## src/source/alu_pkg.sv

```systemverilog
// ****************************************
// Shared ALU definitions
// Word and float field widths, opcode enum,
// data word type and a flag helper
// ****************************************

`default_nettype none

package alu_pkg;

	// ****************************************
	// Widths and float field positions
	// ****************************************
	localparam int WORD_W   = 32;  // Data word
	localparam int MAN_W    = 23;  // Mantissa, no hidden bit
	localparam int EXP_W    = 8;   // Two's complement exponent
	localparam int SIGN_BIT = 31;  // Float sign

	// Most negative exponent, marks a zero mantissa after normalization
	localparam logic [EXP_W-1:0] EXP_ZERO_MAN = 8'h80;

	// Opcodes, numbering kept from the processor ISA
	typedef enum logic [5:0] {
		NOP   = 6'd0,   // Pass in2
		LOD   = 6'd1,   // Pass in1
		ADD   = 6'd2,
		F_ADD = 6'd3,
		MLT   = 6'd4,
		F_MLT = 6'd5,
		DIV   = 6'd6,
		MOD   = 6'd8,
		SGN   = 6'd9,   // in2 with sign of in1
		NEG   = 6'd11,
		F_NEG = 6'd13,
		ABS   = 6'd15,
		F_ABS = 6'd17,
		PST   = 6'd19,  // Zero if negative
		I2F   = 6'd25,
		F2I   = 6'd27,
		AND   = 6'd29,
		ORR   = 6'd30,
		XOR   = 6'd31,
		INV   = 6'd32,
		LAN   = 6'd34,
		LOR   = 6'd35,
		LES   = 6'd36,
		F_LES = 6'd37,
		GRE   = 6'd38,
		F_GRE = 6'd39,
		EQU   = 6'd40,
		LIN   = 6'd41,  // Logical not
		SHL   = 6'd43,
		SHR   = 6'd44,
		SRS   = 6'd45   // Arithmetic right
	} alu_op_t;

	typedef logic signed [WORD_W-1:0] word_t;

	// Condition as a 0/1 data word
	function automatic word_t bool_word(input logic cond);
		return {{(WORD_W-1){1'b0}}, cond};
	endfunction

endpackage

`default_nettype wire

```

## src/source/alu_int_unit.sv

```systemverilog
// ****************************************
// Integer unit
// Arithmetic, bitwise, compare, logical
// and shift operations, NOP and LOD
// ****************************************

`timescale 1ns/1ps
`default_nettype none

module alu_int_unit import alu_pkg::*; (
	input  alu_op_t op,          // Operation select
	input  word_t   in1,         // Memory side operand
	input  word_t   in2,         // Accumulator side operand
	output word_t   int_result   // Zero for float or unknown codes
);

	logic  in1_neg;              // Sign of in1
	logic  in2_neg;              // Sign of in2
	logic  in1_nz;
	logic  in2_nz;
	logic  [WORD_W-1:0] shamt;   // Shift count, unsigned view of in2
	word_t in2_negated;

	assign in1_neg     = in1[WORD_W-1];
	assign in2_neg     = in2[WORD_W-1];
	assign in1_nz      = (in1 != '0);
	assign in2_nz      = (in2 != '0);
	assign shamt       = $unsigned(in2);
	assign in2_negated = -in2;

	always_comb begin
		case (op)
			// ****************************************
			// Pass-through
			// ****************************************
			NOP: int_result = in2;
			LOD: int_result = in1;

			// ****************************************
			// Arithmetic
			// ****************************************
			ADD: int_result = in1 + in2;
			MLT: int_result = in1 * in2;       // Low word of product
			DIV: int_result = in1 / in2;       // Signed, truncates toward zero
			MOD: int_result = in1 % in2;       // Sign follows in1
			SGN: begin
				// Keep in2 if signs agree, flip it otherwise
				if (in1_neg == in2_neg) begin
					int_result = in2;
				end else begin
					int_result = in2_negated;
				end
			end
			NEG: int_result = in2_negated;
			ABS: int_result = in2_neg ? in2_negated : in2;
			PST: int_result = in2_neg ? word_t'(0) : in2;  // Clamp negatives

			// Bitwise
			AND: int_result = in1 & in2;
			ORR: int_result = in1 | in2;
			XOR: int_result = in1 ^ in2;
			INV: int_result = ~in2;

			// ****************************************
			// Compare and logical, 0 or 1
			// ****************************************
			LES: int_result = bool_word(in1 < in2);   // Signed compare
			GRE: int_result = bool_word(in1 > in2);
			EQU: int_result = bool_word(in1 == in2);
			LIN: int_result = bool_word(!in2_nz);
			LAN: int_result = bool_word(in1_nz && in2_nz);
			LOR: int_result = bool_word(in1_nz || in2_nz);

			// Shifts of in1
			SHL: int_result = in1 << shamt;
			SHR: int_result = in1 >> shamt;           // Zero fill
			SRS: int_result = in1 >>> shamt;          // Sign fill

			// Float opcodes and holes in the map
			default: int_result = '0;
		endcase
	end

endmodule

`default_nettype wire

```

## config.mk

```make
export PLATFORM = sky130hd
export DESIGN_NAME = alu_int_unit
export DESIGN_NICKNAME = d
export VERILOG_FILES = /design/src/source/alu_pkg.sv /design/src/source/alu_int_unit.sv
export SDC_FILE = /design/constraint.sdc
export NUM_CORES = 2
export LEC_CHECK = 0
export ABC_CLOCK_PERIOD_IN_PS = 117400
export BUFFER_PORTS_ARGS = -buffer_cell sky130_fd_sc_hd__buf_2
export CORE_MARGIN = 5
export CORE_UTILIZATION = 40
export DETAILED_ROUTE_END_ITERATION = 6
export PLACE_DENSITY_LB_ADDON = 0.05
export REMOVE_ABC_BUFFERS = 1
export SKIP_LAST_GASP = 1
export SYNTH_ARGS = -nofsm -noshare
export SYNTH_HDL_FRONTEND = slang
export SYNTH_SLANG_ARGS = --single-unit
```

## constraint.sdc

```tcl
create_clock -name vclk -period 117.4
set_input_delay 5.87 -clock vclk [all_inputs]
set_output_delay 5.87 -clock vclk [all_outputs]
set_load 0.1 [all_outputs]
```

==> flow_metrics.py <==
metrics = {
    "routing": {
        "routedWlPerCell_um": 32.73,
        "drc_errors": 0,
        "highest_layer": "met5",
        "wl_met2_um": 143300,
        "antenna_left": 0,
        "firstDrtPassIters": 7,
        "avgViaCountPerCell": 6.635,
        "wl_um": 353000,
        "num_vias": 71570,
        "wl_met1_um": 143600,
        "detail_route.iter0.violations": 9358,
        "routed-wl-met3_um": 40410,
    },
    "floorplan": {
        "die_area_sq_um": 158400,
        "die_h_um": 398.0,
        "start_util": 0.4021,
        "die_width_um": 398.0,
        "std_cell_rows": 142,
        "ioPinCount": 102,
        "coreArea_sq_um": 149800,
    },
    "critical_path": {
        "criticalPathCategory": "input port to primary output",
        "critical_path.max_fanout": 52,
        "crit_path_max_incr_delay_ps": 880,
        "crit_start": "in2[7]",
        "crit_path_frequent_cell": "ha_1",
        "slowest_stage": "o21ai_1",
        "cp.required_ps": 111530,
        "endpoint_kind": "primary output",
        "startpoint_type": "input port",
        "arrival_ps": 106850,
    },
    "logic_synthesis": {
        "yosysWarningCount": 0,
        "avgSynthCellArea_sq_um": 6.822,
        "ys_seq_area_frac": 0,
        "yosysUniqueCellTypes": 117,
        "syn-cell-area_sq_um": 60230,
        "netlist_instances": 8828,
    },
    "grt": {
        "grt_util_all_layers": 0.4262,
        "grt_pass1_vias": 67400,
        "overflow": 0,
        "grt_pass1_wl_um": 494800,
        "grt_start_max_net_pins": 76,
        "antenna_found_initial": 26,
    },
    "timing": {
        "final-setup-viol-count": 0,
        "finalCritPeriodShare": 0.9602,
        "drv_slew": 0,
        "rsz0062_at_grt": "no",
        "layout_min_cycle_time_ps": 112720,
        "setup_tns_ps": 0,
        "relSlewSlack": 0.09369,
        "hold_viol_final": 0,
        "worst_pin_slew_ps": 1338,
        "timing.fmax_ghz": 0.008871,
    },
    "place": {
        "dpl.hpwl_um": 281300,
        "gp_congestion": 1.068,
        "place_area_sq_um": 63790,
        "io_buffers": 102,
    },
    "cells_and_area": {
        "final_cell_mix": "nand2_1, nor2_1, ha_1, inv_1, a21oi_1",
        "drive_gt1_frac": 0.07001,
        "seq_cell_count": 0,
        "area_growth_syn_to_layout_pct": 6.039,
        "nClkBuffers": 0,
        "design_area_sq_um": 63870,
        "seqCellArea_sq_um": 0,
        "mostFrequentLayoutCell": "nand2_1",
        "fill_cells": 16150,
        "fin_nets": 10020,
    },
    "worst_hold_path": {
        "hp-start": "op[5]",
        "hp-class": "input port to primary output",
    },
    "flow_run": {
        "drv_cap": 0,
    },
    "run_status": {
        "status": "completed",
    },
}
[critical path, delay by kind of cell]
family,cells,cell delay [ps]
compound gates,156,45700
xor+xnor,1,230
fa+ha+maj,32,10780
buf+inv,30,8180
mux,3,740
simple gates,118,34970
[synthesized netlist by cell type, drive strengths merged, types with 27 or more instances]
library cell / number / share of area
mux2i: 61 / 0.010
nand3: 204 / 0.017
nand4: 77 / 0.0084
and3: 63 / 0.0065
o2111ai: 34 / 0.0049
xor2: 185 / 0.027
and2: 73 / 0.0076
fa: 410 / 0.14
o211ai: 101 / 0.013
a21o: 157 / 0.020
buf: 107 / 0.0075
clkbuf: 323 / 0.020
nor4: 81 / 0.0093
a21boi: 32 / 0.0040
nor3: 230 / 0.020
o21a: 145 / 0.018
a21oi: 678 / 0.056
o21ai: 571 / 0.047
inv: 790 / 0.049
o22ai: 38 / 0.0039
o21bai: 61 / 0.0076
o31ai: 81 / 0.010
or3: 94 / 0.0099
o221ai: 39 / 0.0057
ha: 781 / 0.16
a31oi: 109 / 0.011
a221oi: 39 / 0.0058
a211oi: 124 / 0.016
a22oi: 44 / 0.0056
nor2b: 66 / 0.0069
nand2b: 75 / 0.0078
a2111oi: 30 / 0.0049
o41ai: 27 / 0.0041
mux2: 44 / 0.0082
nor2: 938 / 0.059
xnor2: 400 / 0.058
or2: 59 / 0.0061
nand2: 1072 / 0.067
[through the flow]
step	hold slack (ps)	util	setup slack, ps	instances
finish	12920	0.4264	4677	10790
detailed placement	12900	0.4259	6714	10770
global placement	12900	0.4259	8090	10770
CTS	12900	0.4259	6470	10770
global route	12910	0.4262	104.0	10770
floorplan	12430	-	15120	8398
[worst paths after layout]
check / to / slack [ps] / depth (start not counted)
worst max-delay path: int_result[31] / 4680 / 340
worst min-delay path: int_result[0] / 12920 / 6
[per-layer routing]
layer,GRT usage,vias up
met5,0,-
met4,0.2354,6
met3,0.09968,1052
met2,0.6284,4614
met1,0.5716,34780
li1,-,31120
[layout make-up]
type	instances	area, sq um	share of cell area
Multi-Input combinational cell	7585	55810	0.8739
Antenna cell	14	35.03	0.0005485
Inverter	813	3057	0.04786
Tap cell	2016	2522	0.03950
Timing Repair Buffer	358	2440	0.03820
[timing repair]
| action | in CTS | in global routing |
|---|---|---|
| resized for setup | 0 | 9 |
| endpoints found under the setup margin | 0 | 18 |
| hold buffers | 0 | 0 |
| setup buffers | 0 | 0 |
| endpoints found under the hold margin | 0 | 0 |
[kinds of logic (layout without fill, tap and decap cells)]
kind of cell | Yosys count | in the layout | share of synthesized area
muxes | 115 | 115 | 0.02210
and+or+nand+nor | 3124 | 3124 | 0.2374
buffers and inverters | 1243 | 1171 | 0.07832
other | 0 | 14 | 0
xor gates and xnor gates | 585 | 585 | 0.08507
adders and majority gates | 1191 | 1191 | 0.2985
AOI/OAI and AO/OA | 2570 | 2570 | 0.2786
