$ cat src/source/alu_pkg.sv
// ****************************************
// Shared ALU definitions
// Word and float field widths, opcode enum,
// data word type and a flag helper
// ****************************************

`default_nettype none

package alu_pkg;

	// ****************************************
	// Widths and float field positions
	// ****************************************
	localparam int WORD_W   = 32;  // Data word
	localparam int MAN_W    = 23;  // Mantissa, no hidden bit
	localparam int EXP_W    = 8;   // Two's complement exponent
	localparam int SIGN_BIT = 31;  // Float sign

	// Most negative exponent, marks a zero mantissa after normalization
	localparam logic [EXP_W-1:0] EXP_ZERO_MAN = 8'h80;

	// Opcodes, numbering kept from the processor ISA
	typedef enum logic [5:0] {
		NOP   = 6'd0,   // Pass in2
		LOD   = 6'd1,   // Pass in1
		ADD   = 6'd2,
		F_ADD = 6'd3,
		MLT   = 6'd4,
		F_MLT = 6'd5,
		DIV   = 6'd6,
		MOD   = 6'd8,
		SGN   = 6'd9,   // in2 with sign of in1
		NEG   = 6'd11,
		F_NEG = 6'd13,
		ABS   = 6'd15,
		F_ABS = 6'd17,
		PST   = 6'd19,  // Zero if negative
		I2F   = 6'd25,
		F2I   = 6'd27,
		AND   = 6'd29,
		ORR   = 6'd30,
		XOR   = 6'd31,
		INV   = 6'd32,
		LAN   = 6'd34,
		LOR   = 6'd35,
		LES   = 6'd36,
		F_LES = 6'd37,
		GRE   = 6'd38,
		F_GRE = 6'd39,
		EQU   = 6'd40,
		LIN   = 6'd41,  // Logical not
		SHL   = 6'd43,
		SHR   = 6'd44,
		SRS   = 6'd45   // Arithmetic right
	} alu_op_t;

	typedef logic signed [WORD_W-1:0] word_t;

	// Condition as a 0/1 data word
	function automatic word_t bool_word(input logic cond);
		return {{(WORD_W-1){1'b0}}, cond};
	endfunction

endpackage

`default_nettype wire

$ cat src/source/alu_normalizer.sv
// ****************************************
// Float normalizer
// Leading zero shift with exponent fixup
// ****************************************

`timescale 1ns/1ps
`default_nettype none

module alu_normalizer import alu_pkg::*; (
	input  word_t raw,
	output word_t normalized
);

	logic signed [EXP_W-1:0] exp_in;
	logic        [MAN_W-1:0] man_in;
	logic        [EXP_W-1:0] lz;        // Leading zero count
	logic                    man_zero;
	logic signed [EXP_W-1:0] exp_out;
	logic        [MAN_W-1:0] man_out;

	assign exp_in   = raw[SIGN_BIT-1 -: EXP_W];
	assign man_in   = raw[MAN_W-1:0];
	assign man_zero = (man_in == '0);

	// Priority count from the top bit down
	always_comb begin
		logic found;
		found = 1'b0;
		lz    = '0;
		for (int i = MAN_W-1; i >= 0; i--) begin
			if (!found) begin
				if (man_in[i]) begin
					found = 1'b1;
				end else begin
					lz = lz + EXP_W'(1);
				end
			end
		end
	end

	assign man_out = man_in << lz;                           // Top bit lands on MSB
	assign exp_out = man_zero ? EXP_ZERO_MAN : exp_in - lz;  // Zero gets minimum

	assign normalized = {raw[SIGN_BIT], exp_out, man_out};   // Sign untouched

endmodule

`default_nettype wire

$ cat src/source/alu_result_stage.sv
// ****************************************
// Result stage
// Unit select, normalization and the
// output register with zero flag
// ****************************************

`timescale 1ns/1ps
`default_nettype none

module alu_result_stage import alu_pkg::*; (
	input  logic  clk,
	input  logic  reset,          // Sync, active high
	input  word_t int_result,
	input  word_t float_result,
	input  logic  float_hit,      // Take the float side
	input  logic  float_norm,     // Run it through the normalizer
	output word_t out,            // Registered result
	output logic  is_zero         // Registered alongside out
);

	word_t selected;
	word_t normalized;
	word_t next_out;

	assign selected = float_hit ? float_result : int_result;

	alu_normalizer u_norm (
		.raw        (selected),
		.normalized (normalized)
	);

	assign next_out = float_norm ? normalized : selected;

	// ****************************************
	// Output register, one cycle latency
	// ****************************************
	always_ff @(posedge clk) begin
		if (reset) begin
			out     <= '0;
			is_zero <= 1'b1;     // Matches cleared out
		end else begin
			out     <= next_out;
			is_zero <= (next_out == '0);
		end
	end

endmodule

`default_nettype wire

$ cat config.mk
export PLATFORM = sky130hd
export DESIGN_NAME = alu_result_stage
export DESIGN_NICKNAME = d
export VERILOG_FILES = /design/src/source/alu_pkg.sv /design/src/source/alu_normalizer.sv /design/src/source/alu_result_stage.sv
export SDC_FILE = /design/constraint.sdc
export NUM_CORES = 1
export LEC_CHECK = 0
export ABC_CLOCK_PERIOD_IN_PS = 28700
export BUFFER_PORTS_ARGS = -buffer_cell sky130_fd_sc_hd__buf_2
export CORE_ASPECT_RATIO = 0.75
export CORE_MARGIN = 3
export CORE_UTILIZATION = 57
export CTS_BUF_LIST = sky130_fd_sc_hd__clkbuf_8
export DETAILED_ROUTE_END_ITERATION = 10
export GPL_ROUTABILITY_DRIVEN = 1
export PLACE_DENSITY = 0.86
export SLEW_MARGIN = 15
export SYNTH_ARGS = -nofsm -noshare
export SYNTH_HDL_FRONTEND = slang
export SYNTH_HIERARCHICAL = 1
export SYNTH_SLANG_ARGS = --single-unit
$ cat constraint.sdc
create_clock -name clk -period 28.7 [get_ports clk]
set_clock_uncertainty 0.1 [all_clocks]
set_input_delay 8.61 -clock clk [delete_from_list [all_inputs] [get_ports clk]]
set_output_delay 8.61 -clock clk [all_outputs]
set_load 0.1 [all_outputs]
==> impl_metrics.yaml <==
run_status:
  status: "finished, final reports clean"
grt:
  antenna_found_initial: 0
  grt-ovfl-total: 0
  grt_max_degree: 34
  grt_pass1_vias: 6437
  grt_pass1_wl_mm: 32.9
  grt_usage_pct: 29.4
floorplanning:
  die_y_um: 101
  die_w_um: 132
  start_util_pct: 60.3
  die_area_um2: 13300
  core_area_um2: 11300
  num_rows: 33
  io-pin-count: 101
timing:
  period_minus_slack_ps: 23860
  fmaxAchievable_ghz: 0.0419
  rsz0062_at_grt: "no"
  fin_tns_setup_ps: 0
  relSlewSlack_pct: 37.3
  setup_violations: 0
  final_max_slew_viol_count: 0
  tightest_slew_ps: 941
  holdWs_ps: 8640
  period_share_pct: 83.1
  finalHoldViolCount: 0
setup_path:
  slowest_delay_ps: 600
  crit_top_cell: "ha_1"
  critPathMaxFanout: 32
  startpoint_type: "primary input"
  crit_path_end_kind: "flip-flop"
  critPathKind: "primary input to flip-flop"
  crit_required_ps: 28840
  slowest_stage: "o211ai_1"
  worstPathArrival_ps: 24000
hold_path:
  hold_start: "float_result[24]"
  hold_class: "primary input to flip-flop"
  hold_end: "out[24]$_SDFF_PP0_"
  holdPathStages: 4
drt:
  drt_iter0_drc: 856
  wire_per_inst_um: 17.9
  route.met2.wl_mm: 8.64
  top_layer: "met4"
  wl_met1_mm: 9.63
  antenna_left: 0
  drc: 0
  num_vias: 7292
  wl_met3_mm: 2.04
  drt-total-wl_mm: 20.5
  via_per_inst: 6.36
  first_pass_iters: 5
clock_network:
  h-tree-depth: 2
  cts_tree: "done"
  cts_resized: 0
  cts_hold_buf: 0
  clockBufferDepth: 2
  cts_sinks: 33
  cts_root_buffer: "clkbuf_8"
  postCtsSetupRepairBufs: 0
  cts_buffers: 5
  clk_pin_slew_ps: 80
cells_and_area:
  fillers: 978
  final_common_cell: "nor2_1"
  diodes: 0
  finalCoreUtilization_pct: 65.5
  drive_above_1_share_pct: 19.5
  regArea_um2: 661
  area_delta_synth_final_pct: 8.60
  multi_input_area_um2: 5820
  nNetsFinal: 1082
  final_cell_mix: "140 x nor2_1, 100 x buf_2, 76 x mux2i_1, 60 x nand2_1, 46 x a21oi_1"
yosys:
  yosys.cell_types.count: 85
  synth.avg_cell_area_um2: 7.38
  async_reset_ff_share_pct: 0
  synth-edff-count: 0
  syn_area_um2: 6820
  yosys.area.top_type: "mux2i_1"
  synth_top_area_share_pct: 11.2
  synth_flop_cell: "dfxtp_1"
  syn_inst: 924
  synth.net_count: 1018
  yosysSeqAreaShare_pct: 9.68
  synth_seq_cells: 33
  synth_area_leaders: "mux2i_1 11%, dfxtp_1 9.7%, nor2_1 7.7%, xnor2_1 5.4%, mux2_2 5.0%"
  ys_warn_count: 6
pwr:
  ir_worst_vdd_v: 0.0000325
  leakage_nw: 3.23
  p_per_area_nw_per_um2: 32.5
  finalPower_uw: 241
place:
  dpl.hpwl_mm: 16.3
  gp_congestion: 1.03
  portBuffers: 100
run:
  drv_cap: 0
kinds of logic (layout without fill, tap and decap cells):
family / after synthesis / after routing / share of synthesized area [%]
AND/OR/NAND/NOR: 399 / 399 / 29.1
AO/OA/AOI/OAI: 195 / 195 / 20.0
multiplexers: 123 / 123 / 19.9
buffers and inverters: 77 / 142 / 4.97
XOR/XNOR: 68 / 68 / 10.9
flip-flops: 33 / 33 / 9.68
adder cells (fa/ha/maj): 29 / 29 / 5.32
flip-flops by register name, indices dropped and copies added (netlist names):
signal   count
out         32
is_zero      1
through the flow:
stage               area, µm²  setup slack [ps]  std cells
detailed placement       7320              4970       1138
CTS                      7410              5130       1146
global route             7410              3470       1146
floorplan                6820              7000        924
finish                   7410              4840       1146
global placement         7320              5420       1138
worst max path at each step:
| stage | start | endpoint |
|---|---|---|
| final | float_hit | is_zero$_SDFF_PP1_ |
| after global routing | float_hit | is_zero$_SDFF_PP1_ |
| after CTS | float_hit | is_zero$_SDFF_PP1_ |
| after detailed placement | float_hit | is_zero$_SDFF_PP1_ |
| after global placement | float_hit | is_zero$_SDFF_PP1_ |
| after floorplan | float_hit | is_zero$_SDFF_PP1_ |
worst max-delay path, delay by kind of cell:
family	cells	cell delay, ps
fa+ha+maj	13	3990
simple gates	23	3050
buf+inv	8	1570
compound gates	22	4230
xor+xnor	4	600
mux	8	1880
final cells by class:
type                    count  share of cell area (%)
multi-input cells         814                    78.6
clock buffers               5                   0.929
repair buffers            104                    7.16
well taps                 157                    2.65
clock inverters             3                   0.236
flip-flops and latches     33                    8.92
inverters                  30                    1.52
layer usage:
metal  vias to the layer above  global-route usage (%)
li1                       3521                       -
met1                      3394                    44.3
met2                       365                    43.9
met3                        12                    6.34
met4                         0                    4.15
met5                         -                       0
synth_stat cells, drive strengths merged, types with 6 or more instances:
| master | count |
|---|---|
| xnor2 | 48 |
| inv | 29 |
| nor2b | 14 |
| a21oi | 46 |
| mux2 | 45 |
| mux2i | 78 |
| nor3 | 36 |
| a31oi | 13 |
| clkbuf | 31 |
| buf | 16 |
| a211oi | 14 |
| nand4 | 25 |
| nand3 | 34 |
| a2111oi | 6 |
| and2 | 8 |
| xor2 | 16 |
| or4 | 7 |
| o22ai | 9 |
| nand2 | 60 |
| o31ai | 9 |
| a21o | 9 |
| o21a | 7 |
| nor2 | 140 |
| or3 | 12 |
| dfxtp | 33 |
| nor4 | 14 |
| and3 | 12 |
| nand2b | 15 |
| or2 | 8 |
| o21ai | 37 |
| ha | 25 |
where the power goes:
part	internal, mW	total, mW	switching [mW]
Combinational	0.0472	0.153	0.106
Sequential	0.0509	0.0522	0.00132
Clock	0.0167	0.0354	0.0186
(Power assumes the default switching activity.)
