### config.mk
export PLATFORM = sky130hd
export DESIGN_NAME = alu_float_unit
export DESIGN_NICKNAME = d
export VERILOG_FILES = /design/src/source/alu_pkg.sv /design/src/source/alu_float_align.sv /design/src/source/alu_float_unit.sv
export SDC_FILE = /design/constraint.sdc
export NUM_CORES = 2
export LEC_CHECK = 0
export ABC_AREA = 1
export BUFFER_PORTS_ARGS = -buffer_cell sky130_fd_sc_hd__buf_2
export CAP_MARGIN = 15
export CORE_ASPECT_RATIO = 2
export CORE_MARGIN = 10
export CORE_UTILIZATION = 37
export DETAILED_ROUTE_END_ITERATION = 12
export GPL_TIMING_DRIVEN = 0
export SYNTH_ARGS = -nofsm -noshare
export SYNTH_HDL_FRONTEND = slang
export SYNTH_SLANG_ARGS = --single-unit
### constraint.sdc
create_clock -name vclk -period 7.55
set_input_delay 0.755 -clock vclk [all_inputs]
set_output_delay 0.755 -clock vclk [all_outputs]
set_load 0.02 [all_outputs]
### src/source/alu_pkg.sv
// ****************************************
// Shared ALU definitions
// Word and float field widths, opcode enum,
// data word type and a flag helper
// ****************************************

`default_nettype none

package alu_pkg;

	// ****************************************
	// Widths and float field positions
	// ****************************************
	localparam int WORD_W   = 32;  // Data word
	localparam int MAN_W    = 23;  // Mantissa, no hidden bit
	localparam int EXP_W    = 8;   // Two's complement exponent
	localparam int SIGN_BIT = 31;  // Float sign

	// Most negative exponent, marks a zero mantissa after normalization
	localparam logic [EXP_W-1:0] EXP_ZERO_MAN = 8'h80;

	// Opcodes, numbering kept from the processor ISA
	typedef enum logic [5:0] {
		NOP   = 6'd0,   // Pass in2
		LOD   = 6'd1,   // Pass in1
		ADD   = 6'd2,
		F_ADD = 6'd3,
		MLT   = 6'd4,
		F_MLT = 6'd5,
		DIV   = 6'd6,
		MOD   = 6'd8,
		SGN   = 6'd9,   // in2 with sign of in1
		NEG   = 6'd11,
		F_NEG = 6'd13,
		ABS   = 6'd15,
		F_ABS = 6'd17,
		PST   = 6'd19,  // Zero if negative
		I2F   = 6'd25,
		F2I   = 6'd27,
		AND   = 6'd29,
		ORR   = 6'd30,
		XOR   = 6'd31,
		INV   = 6'd32,
		LAN   = 6'd34,
		LOR   = 6'd35,
		LES   = 6'd36,
		F_LES = 6'd37,
		GRE   = 6'd38,
		F_GRE = 6'd39,
		EQU   = 6'd40,
		LIN   = 6'd41,  // Logical not
		SHL   = 6'd43,
		SHR   = 6'd44,
		SRS   = 6'd45   // Arithmetic right
	} alu_op_t;

	typedef logic signed [WORD_W-1:0] word_t;

	// Condition as a 0/1 data word
	function automatic word_t bool_word(input logic cond);
		return {{(WORD_W-1){1'b0}}, cond};
	endfunction

endpackage

`default_nettype wire

### src/source/alu_float_align.sv
// ****************************************
// Float aligner
// Brings two float words to one exponent
// ****************************************

`timescale 1ns/1ps
`default_nettype none

module alu_float_align import alu_pkg::*; (
	input  word_t                    in1,
	input  word_t                    in2,
	output logic signed [EXP_W-1:0]  common_exp,  // Larger of the two
	output logic signed [MAN_W:0]    sm1,         // Signed aligned mantissas
	output logic signed [MAN_W:0]    sm2
);

	logic signed [EXP_W-1:0] e1, e2;
	logic        [MAN_W-1:0] m1, m2;
	logic signed [EXP_W:0]   diff;      // e1 - e2, one bit wider
	logic                    e2_big;    // in2 has the larger exponent
	logic        [EXP_W:0]   shift1, shift2;
	logic        [MAN_W-1:0] m1_al, m2_al;

	assign e1 = in1[SIGN_BIT-1 -: EXP_W];
	assign e2 = in2[SIGN_BIT-1 -: EXP_W];
	assign m1 = in1[MAN_W-1:0];
	assign m2 = in2[MAN_W-1:0];

	assign diff   = {e1[EXP_W-1], e1} - {e2[EXP_W-1], e2};
	assign e2_big = diff[EXP_W];

	// Only the smaller operand moves
	assign shift1 = e2_big ? -diff : '0;
	assign shift2 = e2_big ? '0 : diff;

	assign common_exp = e2_big ? e2 : e1;

	assign m1_al = m1 >> shift1;  // Large shifts just flush to zero
	assign m2_al = m2 >> shift2;

	// Apply signs
	assign sm1 = in1[SIGN_BIT] ? -{1'b0, m1_al} : {1'b0, m1_al};
	assign sm2 = in2[SIGN_BIT] ? -{1'b0, m2_al} : {1'b0, m2_al};

endmodule

`default_nettype wire

### src/source/alu_float_unit.sv
// ****************************************
// Float unit
// Add, multiply, sign ops, compares
// and int/float conversions
// ****************************************

`timescale 1ns/1ps
`default_nettype none

module alu_float_unit import alu_pkg::*; (
	input  alu_op_t op,
	input  word_t   in1,
	input  word_t   in2,
	output word_t   float_result,  // Raw, before normalization
	output logic    float_hit,     // op is a float operation
	output logic    float_norm     // Result needs normalization
);

	// Aligned operands for add and compares
	logic signed [EXP_W-1:0]   common_exp;
	logic signed [MAN_W:0]     sm1, sm2;

	// Fields of both operands
	logic                      s1, s2;
	logic signed [EXP_W-1:0]   e1, e2;
	logic        [MAN_W-1:0]   m1, m2;

	logic signed [MAN_W+1:0]   add_sum;
	logic        [MAN_W+1:0]   add_mag;
	word_t                     add_word;

	logic        [2*MAN_W-1:0] mlt_prod;
	logic        [EXP_W:0]     mlt_exp;    // Wide exponent, catches underflow
	logic                      mlt_unf;
	word_t                     mlt_word;

	logic        [MAN_W-1:0]   i2f_mag;
	logic signed [MAN_W:0]     f2i_sm;
	word_t                     f2i_ext;
	logic        [EXP_W-1:0]   f2i_shift;
	word_t                     f2i_word;

	alu_float_align u_align (
		.in1        (in1),
		.in2        (in2),
		.common_exp (common_exp),
		.sm1        (sm1),
		.sm2        (sm2)
	);

	assign s1 = in1[SIGN_BIT];
	assign s2 = in2[SIGN_BIT];
	assign e1 = in1[SIGN_BIT-1 -: EXP_W];
	assign e2 = in2[SIGN_BIT-1 -: EXP_W];
	assign m1 = in1[MAN_W-1:0];
	assign m2 = in2[MAN_W-1:0];

	// ****************************************
	// F_ADD, one guard bit dropped
	// ****************************************
	assign add_sum  = sm1 + sm2;
	assign add_mag  = add_sum[MAN_W+1] ? -add_sum : add_sum;
	assign add_word = {add_sum[MAN_W+1], common_exp + EXP_W'(1), add_mag[MAN_W:1]};

	// F_MLT keeps upper half of product
	assign mlt_prod = m1 * m2;
	assign mlt_exp  = {e1[EXP_W-1], e1} + {e2[EXP_W-1], e2} + (EXP_W+1)'(MAN_W);
	assign mlt_unf  = (mlt_exp[EXP_W -: 2] == 2'b10);  // Wrapped below range
	assign mlt_word = {s1 ^ s2, mlt_exp[EXP_W-1:0],
		mlt_unf ? {MAN_W{1'b0}} : mlt_prod[2*MAN_W-1:MAN_W]};

	// ****************************************
	// Conversions, both on in2
	// ****************************************
	assign i2f_mag   = in2[MAN_W-1] ? -in2[MAN_W-1:0] : in2[MAN_W-1:0];

	assign f2i_sm    = s2 ? -{1'b0, m2} : {1'b0, m2};
	assign f2i_ext   = f2i_sm;                   // Sign extend to a word
	assign f2i_shift = e2[EXP_W-1] ? -e2 : e2;   // Magnitude of exponent
	assign f2i_word  = e2[EXP_W-1] ? (f2i_ext >>> f2i_shift) : (f2i_ext << f2i_shift);

	always_comb begin
		float_hit  = 1'b1;
		float_norm = 1'b0;
		case (op)
			F_ADD: begin
				float_result = add_word;
				float_norm   = 1'b1;
			end
			F_MLT: begin
				float_result = mlt_word;
				float_norm   = 1'b1;
			end
			I2F: begin
				float_result = {in2[MAN_W-1], {EXP_W{1'b0}}, i2f_mag};  // Exponent 0
				float_norm   = 1'b1;
			end
			F_NEG:   float_result = {~s2, in2[SIGN_BIT-1:0]};
			F_ABS:   float_result = {1'b0, in2[SIGN_BIT-1:0]};
			F_LES:   float_result = bool_word(sm1 < sm2);
			F_GRE:   float_result = bool_word(sm1 > sm2);
			F2I:     float_result = f2i_word;
			default: begin
				float_result = '0;
				float_hit    = 1'b0;  // Integer side owns it
			end
		endcase
	end

endmodule

`default_nettype wire

==> results.py <==
metrics = {
    "run_status": {
        "status": "finished, violations left",
        "violations": "negative setup slack",
    },
    "timing": {
        "fmax_mhz": 123,
        "rsz0062_at_grt": "yes",
        "hold_viol": 0,
        "setup_tns_ps": -8880,
        "fin_crit_ps": 8110,
        "worst_slack_ps": -562,
        "relSlewSlack": 0.237,
        "slew_violations": 0,
        "min_period_over_period": 1.07,
        "worst_pin_slew_ps": 1140,
        "setup_viol": 23,
    },
    "synth": {
        "post_synth_inst_count": 4642,
        "syn_nets": 5398,
        "yosys.area.top_type_share": 0.296,
        "synth_area_leaders": "fa_1 30%, nand2_1 17%, inv_1 11%",
        "yosysTopAreaCell": "fa_1",
        "synth.most_common_cell": "nand2_1",
        "synthTopCellsByCount": "1323 x nand2_1, 884 x inv_1, 439 x fa_1",
        "syn_avg_cell_area_um2": 6.40,
        "yosysUniqueCellTypes": 69,
        "seq_area_frac_synth": 0,
        "yosysWarningCount": 0,
        "synth_area_um2": 29700,
    },
    "global_route": {
        "grt-ovfl-total": 0,
        "grt_pass1_vias": 35000,
        "antenna_found_initial": 1,
        "grt_usage": 0.317,
        "grt_pass1_wl_mm": 216,
        "grt_max_degree": 13,
    },
    "placement": {
        "gp_congestion": 1.08,
        "dp_slack_ps": -3170,
        "dpl.hpwl_mm": 122,
        "portBuffers": 69,
        "post_dp_cell_area_um2": 31500,
    },
    "worst_hold_path": {
        "hold_path.class": "primary input to output pin",
        "hp-start": "in2[28]",
        "hold_path_depth": 4,
        "hold_end": "float_result[28]",
    },
    "drt": {
        "routed.top_layer": "met4",
        "drc": 0,
        "first_pass_iters": 7,
        "route.met2.wl_mm": 80.0,
        "met3_wirelength_mm": 8.01,
        "vias": 33700,
        "drt-met1-wl_mm": 43.9,
        "drt_wl_total_mm": 153,
        "dr.first_iter.drc_count": 2432,
        "wl_per_cell_um": 25.5,
        "antenna_left": 0,
        "routed_via_density": 5.60,
    },
    "cells_and_area": {
        "n_clock_buffer": 0,
        "fill_cells": 7922,
        "fin_nets": 5734,
        "design.seq.count": 0,
        "drive_gt1_frac": 0.246,
        "diodes": 0,
        "finalInstanceArea_um2": 39400,
        "regArea_um2": 0,
        "syn_to_final_growth_pct": 32.6,
    },
    "floorplanning": {
        "core_area_um2": 80000,
        "start_util": 0.372,
        "die-area_um2": 92800,
        "chipWidth_um": 220,
        "die_y_um": 421,
        "io_pins": 104,
        "rows": 147,
    },
    "cts": {
        "ctsHoldBuffers": 0,
    },
    "setup_path": {
        "cp_slowest_cell": "fa_2",
        "critical_path.max_fanout": 6,
        "crit_arrival_ps": 7360,
        "critPathLaunchType": "primary input",
        "path_delay_family": "adder cells",
        "critPathCaptureType": "output pin",
        "path_class": "primary input to output pin",
        "cpPeakStageDelay_ps": 640,
        "cpMostUsedCell": "fa_1",
        "crit_buf_inv": 7,
        "required_ps": 6800,
    },
    "run": {
        "maxCapViolations": 0,
    },
}
[metal layers]
layer,up-vias,global-route usage
li1,15000,-
met1,16300,0.265
met4,0,0.343
met2,1588,0.599
met5,-,0
met3,829,0.0382
[layout by cell type, fill, tap and decap left out, drive strengths merged, types with 3 or more instances in the layout]
cell	netlist	final
a211oi	11	11
a21boi	6	6
a21oi	171	171
a221oi	6	6
a22oi	4	4
a31oi	18	18
buf	94	455
clkbuf	148	118
clkinv	5	5
clkinvlp	0	8
fa	439	439
ha	247	247
inv	911	903
nand2	1363	1364
nand3	464	464
nand3b	16	16
nand4	34	34
nor2	253	253
nor3	46	46
nor4	15	15
o2111ai	3	3
o211ai	24	24
o21a	11	11
o21ai	209	209
o21bai	9	9
o221ai	14	14
o22ai	10	10
o31ai	3	3
or2	15	15
xnor2	19	19
xor2	60	60
[timing repair]
action | in CTS | in global routing
resized for setup | 933 | 428
cloned | 5 | 10
pin swaps | 194 | 231
setup endpoints to repair | 24 | 24
buffers inserted | 154 | 112
[logic make-up (layout without fill, tap and decap cells)]
family | Yosys count | count (layout) | share of synthesized area
AND/OR/NAND/NOR | 2210 | 2211 | 0.325
buffers and inverters | 1158 | 1491 | 0.152
adder cells (fa/ha/maj) | 686 | 686 | 0.400
AO/OA/AOI/OAI | 509 | 509 | 0.0988
XOR/XNOR | 79 | 79 | 0.0248
[worst max-delay path by stage]
stage,startpoint,to,cells past startpoint
final,in2[14],float_result[20],26
after CTS,in2[14],float_result[22],29
after global placement,in2[23],float_result[17],47
after detailed placement,in2[23],float_result[17],47
after floorplan,in1[19],float_result[20],28
after global routing,in2[17],float_result[20],31
[cell type report]
class	count	area [um^2]	area share
buffer	227	2980	0.0756
multi-input combinational	3485	28500	0.723
tap	1043	1310	0.0331
inverter	916	3510	0.0890
timing repair buffer	348	3110	0.0788
[metrics by stage]
step	instances	hold slack [ps]	util
global route	6019	1990	0.493
global placement	5754	2020	0.393
detailed placement	5754	2010	0.393
floorplan	4642	1730	-
CTS	5901	2020	0.459
finish	6019	1960	0.493
Power is left out: the tool's default activity adds up to more than one toggle a clock period on the data nets, which glitch-free logic cannot reach.
